### src/verilog/core_pkg.sv
package core_pkg;

    localparam int xlen = 32;
    localparam int reg_addr_w = 5;
    localparam int mul_steps = 32;
    localparam int mul_cnt_w = $clog2(mul_steps);

    localparam logic [6:0] op_imm    = 7'b0010011;
    localparam logic [6:0] op_reg    = 7'b0110011;
    localparam logic [6:0] op_lui    = 7'b0110111;
    localparam logic [6:0] op_branch = 7'b1100011;
    localparam logic [6:0] op_jal    = 7'b1101111;
    localparam logic [6:0] op_system = 7'b1110011;

    localparam logic [11:0] csr_instret_addr = 12'hc02;

    typedef struct packed {
        logic [6:0]            funct7;
        logic [reg_addr_w-1:0] rs2;
        logic [reg_addr_w-1:0] rs1;
        logic [2:0]            funct3;
        logic [reg_addr_w-1:0] rd;
        logic [6:0]            opcode;
    } r_type_t;

    typedef struct packed {
        logic [11:0]           imm12;
        logic [reg_addr_w-1:0] rs1;
        logic [2:0]            funct3;
        logic [reg_addr_w-1:0] rd;
        logic [6:0]            opcode;
    } i_type_t;

    typedef struct packed {
        logic                  imm12;
        logic [5:0]            imm10_5;
        logic [reg_addr_w-1:0] rs2;
        logic [reg_addr_w-1:0] rs1;
        logic [2:0]            funct3;
        logic [3:0]            imm4_1;
        logic                  imm11;
        logic [6:0]            opcode;
    } b_type_t;

    typedef struct packed {
        logic [19:0]           imm20;
        logic [reg_addr_w-1:0] rd;
        logic [6:0]            opcode;
    } u_type_t;

    typedef struct packed {
        logic                  imm20;
        logic [9:0]            imm10_1;
        logic                  imm11;
        logic [7:0]            imm19_12;
        logic [reg_addr_w-1:0] rd;
        logic [6:0]            opcode;
    } j_type_t;

    typedef union packed {
        r_type_t r;
        i_type_t i;
        b_type_t b;
        u_type_t u;
        j_type_t j;
    } instr_t;

    typedef enum logic [2:0] {
        alu_add, alu_sub, alu_sltu, alu_lui, alu_mul, alu_csr, alu_link
    } alu_op_e;

    typedef enum logic [1:0] {br_none, br_beq, br_bne, br_jal} br_e;

    typedef enum logic {csr_cycle, csr_instret} csr_sel_e;

    typedef struct packed {
        logic                  rf_wen;
        logic [reg_addr_w-1:0] wb_addr;
        alu_op_e               alu_op;
        br_e                   br;
        csr_sel_e              csr_sel;
        logic                  use_imm;
        logic                  is_exit;
    } ctrl_t;

    typedef struct packed {
        logic            valid;
        logic [xlen-1:0] pc;
        logic [xlen-1:0] rs1_val;
        logic [xlen-1:0] rs2_val;
        logic [xlen-1:0] imm;
        ctrl_t           ctrl;
    } id_exe_t;

    typedef struct packed {
        logic            valid;
        logic [xlen-1:0] pc;
        ctrl_t           ctrl;
        logic [xlen-1:0] result;
    } exe_wb_t;

    typedef struct packed {
        logic            valid;
        logic [xlen-1:0] addr;
    } fetch_req_t;

    typedef struct packed {
        logic            valid;
        logic [xlen-1:0] addr;
        logic [xlen-1:0] inst;
    } fetch_resp_t;

endpackage

### src/verilog/mul_unit.sv
`timescale 1ns/1ps

module mul_unit (
    input  logic                      clk,
    input  logic                      rst_n,
    input  logic                      start,
    input  logic [core_pkg::xlen-1:0] a,
    input  logic [core_pkg::xlen-1:0] b,
    output logic                      busy,
    output logic                      done,
    output logic [core_pkg::xlen-1:0] product
);

    import core_pkg::*;

    typedef enum logic [1:0] {st_idle, st_run, st_done} state_e;

    state_e               state;
    logic [mul_cnt_w-1:0] step;
    logic [xlen-1:0]      mcand;
    logic [xlen-1:0]      mplier;
    logic [xlen-1:0]      acc;

    always_ff @(posedge clk or negedge rst_n) begin
        if (!rst_n) begin
            state <= st_idle;
            step  <= '0;
        end else begin
            case (state)
                st_idle: begin
                    if (start) begin
                        state <= st_run;
                        step  <= '0;
                    end
                end
                st_run: begin
                    step <= step + 1'b1;
                    if (step == mul_cnt_w'(mul_steps - 1)) begin
                        state <= st_done;
                    end
                end
                default: state <= st_idle;
            endcase
        end
    end

    // only the low word is kept, so the multiplicand may wrap
    always_ff @(posedge clk) begin
        if (start && state == st_idle) begin
            mcand  <= a;
            mplier <= b;
            acc    <= '0;
        end else if (state == st_run) begin
            if (mplier[0]) begin
                acc <= acc + mcand;
            end
            mcand  <= mcand << 1;
            mplier <= mplier >> 1;
        end
    end

    assign busy    = (state == st_run);
    assign done    = (state == st_done);
    assign product = acc;

endmodule

### src/verilog/perf_counters.sv
`timescale 1ns/1ps

module perf_counters (
    input  logic        clk,
    input  logic        rst_n,
    input  logic        retire,
    input  logic        halt,
    output logic [63:0] cycle,
    output logic [63:0] instret
);

    logic [63:0] instret_q;

    always_ff @(posedge clk or negedge rst_n) begin
        if (!rst_n) begin
            cycle     <= '0;
            instret_q <= '0;
        end else begin
            if (!halt) begin
                cycle <= cycle + 64'd1;
            end
            if (retire) begin
                instret_q <= instret_q + 64'd1;
            end
        end
    end

    // count a retire in flight so reads in execute see it
    assign instret = instret_q + 64'(retire);

endmodule

### src/verilog/writeback_regfile.sv
`timescale 1ns/1ps

module writeback_regfile (
    input  logic                            clk,
    input  logic                            rst_n,
    input  core_pkg::exe_wb_t               wb,
    input  logic [core_pkg::reg_addr_w-1:0] rs1_addr,
    input  logic [core_pkg::reg_addr_w-1:0] rs2_addr,
    output logic [core_pkg::xlen-1:0]       rs1_data,
    output logic [core_pkg::xlen-1:0]       rs2_data,
    output logic                            retire,
    output logic                            exit,
    output logic [core_pkg::xlen-1:0]       gp
);

    import core_pkg::*;

    logic [xlen-1:0] regs [0:(1 << reg_addr_w) - 1];

    // nothing behind the ecall commits once exit is up
    assign retire = wb.valid && !exit;

    always_ff @(posedge clk) begin
        if (retire && wb.ctrl.rf_wen && wb.ctrl.wb_addr != '0) begin
            regs[wb.ctrl.wb_addr] <= wb.result;
        end
    end

    always_ff @(posedge clk or negedge rst_n) begin
        if (!rst_n) begin
            exit <= 1'b0;
        end else if (retire && wb.ctrl.is_exit) begin
            exit <= 1'b1;
        end
    end

    assign rs1_data = (rs1_addr == '0) ? '0 : regs[rs1_addr];
    assign rs2_data = (rs2_addr == '0) ? '0 : regs[rs2_addr];
    assign gp       = regs[3];

endmodule

### src/verilog/decode_stage.sv
`timescale 1ns/1ps

module decode_stage (
    input  logic                           id_valid,
    input  logic [core_pkg::xlen-1:0]      id_pc,
    input  core_pkg::instr_t               id_inst,
    input  logic [core_pkg::xlen-1:0]      rs1_data,
    input  logic [core_pkg::xlen-1:0]      rs2_data,
    input  core_pkg::ctrl_t                exe_ctrl,
    input  logic                           exe_valid,
    input  core_pkg::ctrl_t                wb_ctrl,
    input  logic                           wb_valid,
    output logic [core_pkg::reg_addr_w-1:0] rs1_addr,
    output logic [core_pkg::reg_addr_w-1:0] rs2_addr,
    output core_pkg::id_exe_t              id_exe,
    output logic                           dh_stall
);

    import core_pkg::*;

    ctrl_t           ctrl;
    logic [xlen-1:0] imm;
    logic            known;
    logic            uses_rs1;
    logic            uses_rs2;
    logic            exe_wr;
    logic            wb_wr;
    logic            rs1_hit;
    logic            rs2_hit;

    assign rs1_addr = id_inst.r.rs1;
    assign rs2_addr = id_inst.r.rs2;

    always_comb begin
        ctrl     = '0;
        imm      = '0;
        known    = 1'b1;
        uses_rs1 = 1'b0;
        uses_rs2 = 1'b0;
        case (id_inst.r.opcode)
            op_imm: begin
                ctrl.rf_wen  = 1'b1;
                ctrl.wb_addr = id_inst.i.rd;
                ctrl.use_imm = 1'b1;
                imm          = {{20{id_inst.i.imm12[11]}}, id_inst.i.imm12};
                uses_rs1     = 1'b1;
            end
            op_reg: begin
                ctrl.rf_wen  = 1'b1;
                ctrl.wb_addr = id_inst.r.rd;
                uses_rs1     = 1'b1;
                uses_rs2     = 1'b1;
                if (id_inst.r.funct7 == 7'b0000001) begin
                    ctrl.alu_op = alu_mul;
                end else if (id_inst.r.funct7 == 7'b0100000) begin
                    ctrl.alu_op = alu_sub;
                end else if (id_inst.r.funct3 == 3'b011) begin
                    ctrl.alu_op = alu_sltu;
                end
            end
            op_lui: begin
                ctrl.rf_wen  = 1'b1;
                ctrl.wb_addr = id_inst.u.rd;
                ctrl.alu_op  = alu_lui;
                imm          = {id_inst.u.imm20, 12'b0};
            end
            op_branch: begin
                ctrl.br  = id_inst.b.funct3[0] ? br_bne : br_beq;
                imm      = {{19{id_inst.b.imm12}}, id_inst.b.imm12, id_inst.b.imm11,
                            id_inst.b.imm10_5, id_inst.b.imm4_1, 1'b0};
                uses_rs1 = 1'b1;
                uses_rs2 = 1'b1;
            end
            op_jal: begin
                ctrl.rf_wen  = 1'b1;
                ctrl.wb_addr = id_inst.j.rd;
                ctrl.alu_op  = alu_link;
                ctrl.br      = br_jal;
                imm          = {{11{id_inst.j.imm20}}, id_inst.j.imm20, id_inst.j.imm19_12,
                                id_inst.j.imm11, id_inst.j.imm10_1, 1'b0};
            end
            op_system: begin
                // csrrs reads a counter and anything else is ecall
                if (id_inst.i.funct3 == 3'b010) begin
                    ctrl.rf_wen  = 1'b1;
                    ctrl.wb_addr = id_inst.i.rd;
                    ctrl.alu_op  = alu_csr;
                    ctrl.csr_sel = (id_inst.i.imm12 == csr_instret_addr) ? csr_instret
                                                                          : csr_cycle;
                end else begin
                    ctrl.is_exit = 1'b1;
                end
            end
            default: known = 1'b0;
        endcase
        // x0 is never written
        if (ctrl.wb_addr == '0) begin
            ctrl.rf_wen = 1'b0;
        end
    end

    assign exe_wr  = exe_valid && exe_ctrl.rf_wen;
    assign wb_wr   = wb_valid && wb_ctrl.rf_wen;
    assign rs1_hit = uses_rs1 && (rs1_addr != '0) &&
                     ((exe_wr && exe_ctrl.wb_addr == rs1_addr) ||
                      (wb_wr && wb_ctrl.wb_addr == rs1_addr));
    assign rs2_hit = uses_rs2 && (rs2_addr != '0) &&
                     ((exe_wr && exe_ctrl.wb_addr == rs2_addr) ||
                      (wb_wr && wb_ctrl.wb_addr == rs2_addr));
    assign dh_stall = id_valid && (rs1_hit || rs2_hit);

    always_comb begin
        id_exe.valid   = id_valid && known;
        id_exe.pc      = id_pc;
        id_exe.rs1_val = rs1_data;
        id_exe.rs2_val = rs2_data;
        id_exe.imm     = imm;
        id_exe.ctrl    = ctrl;
    end

endmodule

### src/verilog/execute_stage.sv
`timescale 1ns/1ps

module execute_stage (
    input  logic                      clk,
    input  logic                      rst_n,
    input  core_pkg::id_exe_t         id_exe,
    input  logic [63:0]               cycle,
    input  logic [63:0]               instret,
    output core_pkg::exe_wb_t         exe_wb,
    output logic                      redirect,
    output logic [core_pkg::xlen-1:0] redirect_addr,
    output logic                      calc_stall
);

    import core_pkg::*;

    logic [xlen-1:0] op_b;
    logic [xlen-1:0] result;
    logic [xlen-1:0] product;
    logic            is_mul;
    logic            mul_start;
    logic            mul_busy;
    logic            mul_done;
    logic            taken;

    assign op_b = id_exe.ctrl.use_imm ? id_exe.imm : id_exe.rs2_val;

    always_comb begin
        case (id_exe.ctrl.alu_op)
            alu_sub:  result = id_exe.rs1_val - op_b;
            alu_sltu: result = xlen'(id_exe.rs1_val < op_b);
            alu_lui:  result = id_exe.imm;
            alu_mul:  result = product;
            alu_csr:  result = (id_exe.ctrl.csr_sel == csr_instret) ? instret[xlen-1:0]
                                                                     : cycle[xlen-1:0];
            alu_link: result = id_exe.pc + xlen'(4);
            default:  result = id_exe.rs1_val + op_b;
        endcase
    end

    always_comb begin
        case (id_exe.ctrl.br)
            br_beq:  taken = (id_exe.rs1_val == id_exe.rs2_val);
            br_bne:  taken = (id_exe.rs1_val != id_exe.rs2_val);
            br_jal:  taken = 1'b1;
            default: taken = 1'b0;
        endcase
    end

    assign redirect      = id_exe.valid && taken;
    assign redirect_addr = id_exe.pc + id_exe.imm;

    // hold execute from issue until the product is ready
    assign is_mul     = id_exe.valid && (id_exe.ctrl.alu_op == alu_mul);
    assign mul_start  = is_mul && !mul_busy && !mul_done;
    assign calc_stall = is_mul && !mul_done;

    mul_unit i_mul (
        .clk    (clk),
        .rst_n  (rst_n),
        .start  (mul_start),
        .a      (id_exe.rs1_val),
        .b      (id_exe.rs2_val),
        .busy   (mul_busy),
        .done   (mul_done),
        .product(product)
    );

    always_comb begin
        exe_wb.valid  = id_exe.valid && !calc_stall;
        exe_wb.pc     = id_exe.pc;
        exe_wb.ctrl   = id_exe.ctrl;
        exe_wb.result = result;
    end

endmodule

### src/verilog/core.sv
`timescale 1ns/1ps

module core (
    input  logic                     clk,
    input  logic                     rst_n,
    input  core_pkg::fetch_resp_t    iresp,
    output core_pkg::fetch_req_t     ireq,
    output logic                     fetch_ready,
    output logic                     exit,
    output logic [core_pkg::xlen-1:0] gp
);

    import core_pkg::*;

    logic                  id_valid;
    logic [xlen-1:0]       id_pc;
    instr_t                id_inst;
    id_exe_t               id_exe;
    id_exe_t               exe_q;
    exe_wb_t               exe_wb;
    exe_wb_t               wb_q;
    logic [reg_addr_w-1:0] rs1_addr;
    logic [reg_addr_w-1:0] rs2_addr;
    logic [xlen-1:0]       rs1_data;
    logic [xlen-1:0]       rs2_data;
    logic                  dh_stall;
    logic                  calc_stall;
    logic                  redirect;
    logic [xlen-1:0]       redirect_addr;
    logic                  retire;
    logic [63:0]           cycle;
    logic [63:0]           instret;
    logic                  exe_stall;
    logic                  id_stall;
    logic                  fetch_accept;

    assign exe_stall = calc_stall;
    assign id_stall  = exe_stall || dh_stall;

    // a taken branch in execute restarts the fetch stream
    assign ireq.valid = redirect;
    assign ireq.addr  = redirect_addr;

    assign fetch_ready  = !id_stall && !redirect && !exit;
    assign fetch_accept = fetch_ready && iresp.valid;

    always_ff @(posedge clk or negedge rst_n) begin
        if (!rst_n) begin
            id_valid <= 1'b0;
        end else if (redirect) begin
            id_valid <= 1'b0;
        end else if (!id_stall) begin
            id_valid <= fetch_accept;
        end
    end

    always_ff @(posedge clk) begin
        if (fetch_accept) begin
            id_pc   <= iresp.addr;
            id_inst <= iresp.inst;
        end
    end

    // hazard or squash sends a bubble into execute
    always_ff @(posedge clk or negedge rst_n) begin
        if (!rst_n) begin
            exe_q <= '0;
        end else if (!exe_stall) begin
            if (dh_stall || redirect) begin
                exe_q.valid <= 1'b0;
            end else begin
                exe_q <= id_exe;
            end
        end
    end

    always_ff @(posedge clk or negedge rst_n) begin
        if (!rst_n) begin
            wb_q <= '0;
        end else begin
            wb_q <= exe_wb;
        end
    end

    decode_stage i_decode (
        .id_valid (id_valid),
        .id_pc    (id_pc),
        .id_inst  (id_inst),
        .rs1_data (rs1_data),
        .rs2_data (rs2_data),
        .exe_ctrl (exe_q.ctrl),
        .exe_valid(exe_q.valid),
        .wb_ctrl  (wb_q.ctrl),
        .wb_valid (wb_q.valid),
        .rs1_addr (rs1_addr),
        .rs2_addr (rs2_addr),
        .id_exe   (id_exe),
        .dh_stall (dh_stall)
    );

    execute_stage i_execute (
        .clk          (clk),
        .rst_n        (rst_n),
        .id_exe       (exe_q),
        .cycle        (cycle),
        .instret      (instret),
        .exe_wb       (exe_wb),
        .redirect     (redirect),
        .redirect_addr(redirect_addr),
        .calc_stall   (calc_stall)
    );

    perf_counters i_counters (
        .clk    (clk),
        .rst_n  (rst_n),
        .retire (retire),
        .halt   (exit),
        .cycle  (cycle),
        .instret(instret)
    );

    writeback_regfile i_wb (
        .clk     (clk),
        .rst_n   (rst_n),
        .wb      (wb_q),
        .rs1_addr(rs1_addr),
        .rs2_addr(rs2_addr),
        .rs1_data(rs1_data),
        .rs2_data(rs2_data),
        .retire  (retire),
        .exit    (exit),
        .gp      (gp)
    );

endmodule

### config.mk
export PLATFORM = sky130hd
export DESIGN_NAME = core
export DESIGN_NICKNAME = d
export VERILOG_FILES = /design/src/verilog/core_pkg.sv /design/src/verilog/mul_unit.sv /design/src/verilog/perf_counters.sv /design/src/verilog/writeback_regfile.sv /design/src/verilog/decode_stage.sv /design/src/verilog/execute_stage.sv /design/src/verilog/core.sv
export SDC_FILE = /design/constraint.sdc
export NUM_CORES = 2
export LEC_CHECK = 0
export BUFFER_PORTS_ARGS = -buffer_cell sky130_fd_sc_hd__buf_2
export CAP_MARGIN = 20
export CORE_AREA = 2 2 234 467
export DETAILED_ROUTE_END_ITERATION = 16
export DIE_AREA = 0 0 236 469
export GPL_TIMING_DRIVEN = 0
export MAX_ROUTING_LAYER = met4
export PLACE_DENSITY = 0.88
export SYNTH_ARGS = -nofsm -noshare
export SYNTH_HDL_FRONTEND = slang
export SYNTH_SLANG_ARGS = --single-unit
export TNS_END_PERCENT = 1
### constraint.sdc
create_clock -name clk -period 7.23 [get_ports clk]
set_input_delay 0.3615 -clock clk [delete_from_list [all_inputs] [get_ports clk]]
set_output_delay 0.3615 -clock clk [all_outputs]
set_load 0.05 [all_outputs]
==> results.toml, run 1 <==
[synthesis]
synth_area_sq_um = 72400
yosys_register_bits = 1450
ys_types = 97
yosysSeqAreaShare_pct = 57.79
synth_edf_count = 1152
synthFlopType = "edfxtp_1"
syn_avg_cell_area_sq_um = 15.33
async_flop_share_pct = 17.66
ys_warn_count = 0
netlist_instances = 4723

[grt]
grt_max_degree = 107
grt_pass1_wl_microns = 507800
grt_util_all_layers_pct = 69.62
grt_overflow = 61
first_global_vias = 61540

[floorplanning]
die_w_microns = 236
ios = 134
start_util_pct = 67.67
dieHeight_microns = 469
num_rows = 170

[cts]
htreeDepth = 3
cts_resized = 0
numCtsBuffers = 118
cts_sinks = 1450
clockBufferDepth = 3
post_cts_buffers = 0
cts_root_buffer = "clkbuf_16"

[status]
stop_stage = "global routing"
firstError = "[ERROR GRT-0116] Global routing finished with congestion. Check the congestion regions in the DRC Viewer."
status = "aborted with a tool error"

[place]
gp_congestion = 1.077
dp.cells = 6354
dpl_cell_area_sq_um = 76860
hpwl_microns = 216900
port_buffers = 133
repair_timing:
| action | CTS |
|---|---|
| endpoints found under the hold margin | 140 |
| endpoints found under the setup margin | 0 |
| hold buffers | 65 |
per-stage QoR:
stage	hold slack [ns]	worst slack, ns	util [%]
global placement	0.3649	0.6118	70.01
floorplan	0.06591	3.383	-
CTS	0.02672	1.059	76.15
detailed placement	0.3527	1.093	71.84
synth_stat cells (11+ instances only):
| library cell | instances | area [sq um] |
|---|---|---|
| edfxtp_1 | 1152 | 34590 |
| mux4_2 | 640 | 14410 |
| nand2_1 | 468 | 1757 |
| dfrtp_1 | 256 | 6406 |
| clkbuf_1 | 210 | 788.3 |
| nor2_1 | 202 | 758.2 |
| a21oi_1 | 200 | 1001 |
| ha_1 | 135 | 1689 |
| xor2_1 | 125 | 1095 |
| xnor2_1 | 109 | 954.7 |
| mux2i_1 | 103 | 1031 |
| o21ai_0 | 90 | 450.4 |
| inv_1 | 88 | 330.3 |
| nand3_1 | 77 | 385.4 |
| o31ai_1 | 74 | 555.5 |
| o21ai_1 | 68 | 340.3 |
| buf_1 | 57 | 214.0 |
| a21o_1 | 47 | 352.8 |
| mux2_1 | 43 | 484.2 |
| dfxtp_1 | 42 | 840.8 |
| and3_1 | 38 | 237.7 |
| nand4_1 | 38 | 237.7 |
| nor3_1 | 32 | 160.2 |
| buf_2 | 30 | 150.1 |
| nor2b_1 | 26 | 162.7 |
| nor4_1 | 23 | 143.9 |
| o22ai_1 | 23 | 143.9 |
| a221oi_1 | 22 | 192.7 |
| nand2b_1 | 22 | 137.6 |
| a211oi_1 | 21 | 157.7 |
| o21a_1 | 20 | 150.1 |
| a22oi_1 | 17 | 127.6 |
| o21bai_1 | 17 | 127.6 |
| and2_1 | 15 | 93.84 |
| o211ai_1 | 12 | 90.09 |
| a31oi_1 | 11 | 68.82 |
cells by family after synthesis:
group | synth area share, %
buffers and inverters | 2.100
AOI/OAI and AO/OA | 6.440
and+or+nand+nor | 6.324
other | 0.005180
xor gates and xnor gates | 2.831
adders and majority gates | 2.444
muxes | 22.06
DFF | 57.79
per-layer routing:
layer	overflow	track usage, %
met5	-	-
met4	25	74.18
met3	1	42.88
met2	35	91.74
met1	0	65.85
==> run 2: changes to the inputs <==
--- a/config.mk
+++ b/config.mk
@@ -7,12 +7,11 @@
 export LEC_CHECK = 0
 export BUFFER_PORTS_ARGS = -buffer_cell sky130_fd_sc_hd__buf_2
 export CAP_MARGIN = 20
-export CORE_AREA = 2 2 234 467
+export CORE_AREA = 2 2 429 431
 export DETAILED_ROUTE_END_ITERATION = 16
-export DIE_AREA = 0 0 236 469
+export DIE_AREA = 0 0 431 433
 export GPL_TIMING_DRIVEN = 0
-export MAX_ROUTING_LAYER = met4
-export PLACE_DENSITY = 0.88
+export PLACE_DENSITY_LB_ADDON = 0.15
 export SYNTH_ARGS = -nofsm -noshare
 export SYNTH_HDL_FRONTEND = slang
 export SYNTH_SLANG_ARGS = --single-unit
==> results.toml, run 2 <==
[layout]
largest_register_ffs = 1024
largest_registers = "i_wb.regs x1024, exe_q x143, wb_q x40"
final_cell_mix = "edfxtp_1 (1152), mux4_2 (640), nand2_1 (467), dfrtp_1 (256), clkbuf_1 (236)"
layout_commonest_cell = "edfxtp_1"
largest-register = "i_wb.regs"
fin_nets = 5453
area_delta_synth_final_pct = 17.37
drive_above_1_share_pct = 23.70
final_util_pct = 46.66

[status]
status = "complete, no violations"

[grt]
grt_max_degree = 107
grt_overflow = 0
first_global_vias = 47470
grt_util_all_layers_pct = 29.07
grt_antenna_before_repair = 13
grt_pass1_wl_microns = 375300

[place]
hpwl_microns = 198700
gp_congestion = 0.9641
port_buffers = 133

[cts]
path_clk_slew_ns = 0.06
htreeDepth = 4
cts_tree = "done"
clkLatencyLatePin_ns = 0.86
cts_sinks = 1450
cts_root_buffer = "clkbuf_16"
clockBufferDepth = 3
numCtsBuffers = 163

[synthesis]
synthFlopType = "edfxtp_1"
netlist_instances = 4723
synth_edf_count = 1152
synth_area_leaders = "edfxtp_1 (48%), mux4_2 (20%), dfrtp_1 (8.8%)"
synth_top_area_cell = "edfxtp_1"
synth_area_sq_um = 72400
ys_warn_count = 0
yosys_register_bits = 1450
syn_avg_cell_area_sq_um = 15.33
synthTopCellsByCount = "edfxtp_1 (1152), mux4_2 (640), nand2_1 (468), dfrtp_1 (256), clkbuf_1 (210)"
yosysMostFrequentCell = "edfxtp_1"
yosysTopAreaCellShare_pct = 47.78
async_flop_share_pct = 17.66
yosysSeqAreaShare_pct = 57.79
ys_types = 97

[power_and_ir_drop]
ir_worst_vdd_mv = 0.2264
p_leak_uw = 0.02964
powerDensity_nw_per_um2 = 292.1

[sta]
tightest_slew_ns = 1.334
fin_skew_ns = 0.06360
slew_violations = 0
finalHoldViolations = 0
fin_tns_setup_ns = 0
setup_viol = 0
grt_setup_unrepaired = "no"
relSlewSlack_pct = 11.07
max_freq_mhz = 163.8
min_period_ns = 6.104
fin_crit_sh_pct = 84.42

[detailed_routing]
avgRoutedWirePerCell_microns = 34.84
drt-total-wl_microns = 270800
vias_per_cell = 6.181
firstDrtPassIters = 6
postRouteAntennaNets = 0
via_count = 48050
drtIter0Drc = 5847
drcViolationCount = 0

[floorplanning]
ios = 134
die_w_microns = 431
num_rows = 157
dieHeight_microns = 433
start_util_pct = 39.76
core_sq_um = 182100
die_area_sq_um = 186600

[critical_path]
crit_type = "flop to flop"
cp-start-kind = "flop"
cp_data_required_time_ns = 7.76
cp.arrival_ns = 6.63
cp_max_fo = 10
end_kind = "flop"

[min_path]
min_path_type = "input pin to asynchronous set/reset pin"

[job]
max-cap-violations = 0
[run 2: cell counts after synthesis]
Identical to the previous run, type by type.
[run 2: metrics by stage]
| stage | instances | instance area, sq um | hold WS, ns | setup WS, ns | total power (uW) |
|---|---|---|---|---|---|
| 2_1_floorplan | 4754 | 72510 | 0.06591 | 3.383 | 13900 |
| 3_3_place_gp | 7272 | 76160 | 0.3664 | 0.3126 | 16150 |
| 3_5_place_dp | 7390 | 78670 | 0.3692 | 1.334 | 16280 |
| 4_1_cts | 7759 | 84760 | 0.06029 | 1.246 | 24740 |
| 5_1_grt | 7771 | 84970 | 0.1042 | 0.9517 | 25620 |
| 6_report | 7773 | 84980 | 0.09116 | 1.126 | 24820 |
[run 2: layout make-up]
| class | instances | area [sq um] |
|---|---|---|
| fillers | 15780 | 97120 |
| flip-flops and latches | 1450 | 41840 |
| multi-input cells | 2913 | 29390 |
| clock buffers | 210 | 4368 |
| repair buffers | 328 | 3762 |
| well taps | 2385 | 2984 |
| plain buffers | 300 | 1210 |
| clock inverters | 93 | 1069 |
| inverters | 91 | 341.6 |
| diodes | 3 | 7.507 |
[run 2: final timing paths]
path,from,to,slack (ns),cells past startpoint
max,exe_q[1],wb_q[23],1.13,15
min,rst_n,exe_q[125],0.09,2
max reg2reg,exe_q[1],wb_q[23],1.13,15
min reg2reg,exe_q[0],wb_q[32],0.42,0
max in group asynchronous,rst_n,i_execute.i_mul.step[2],5.62,4
min in group clk,iresp[9],id_inst[9],0.23,2
[run 2: report_power, final]
group | switching (uW) | internal, uW | leakage, uW
registers | 1210 | 10300 | 0.0140
logic | 3000 | 1870 | 0.0130
clock network | 3640 | 4820 | 0.00262
[run 2: cells by family (layout without fill, tap and decap cells)]
| family | after synthesis | in the layout | share of synthesized area (%) |
|---|---|---|---|
| muxes | 790 | 790 | 22.06 |
| and+or+nand+nor | 1003 | 1003 | 6.324 |
| other | 1 | 35 | 0.005180 |
| buffers and inverters | 391 | 1022 | 2.100 |
| AOI/OAI and AO/OA | 715 | 715 | 6.440 |
| DFF | 1450 | 1450 | 57.79 |
| xor gates and xnor gates | 234 | 234 | 2.831 |
| adders and majority gates | 139 | 139 | 2.444 |
[run 2: repair_timing]
item | in CTS | in global routing
resized for setup | 0 | 0
endpoints found under the hold margin | 204 | 0
hold buffers | 66 | 0
setup buffers | 0 | 0
[run 2: routing by layer]
metal	track usage (%)	part of all wire (%)
met4	12.54	4.8
met5	0	0.031
met3	5.508	8.1
met2	47.74	48
met1	37.78	39
[run 2: worst max-delay path, stage by stage, from the launching register on]
cell and delay, ns:
dfrtp_1 0.32, clkbuf_1 0.48, clkbuf_1 0.91, mux2i_1 0.33
ha_1 0.28, buf_6 0.14, nor2b_1 0.12, o211ai_1 0.11
a222oi_1 0.82, o21bai_2 0.34, a21oi_1 0.19, a21oi_2 0.36
a21bo_1 0.23, o22ai_1 0.09, o21ai_1 0.44, o211ai_1 0.57
Power figures use the tool's default switching activity.
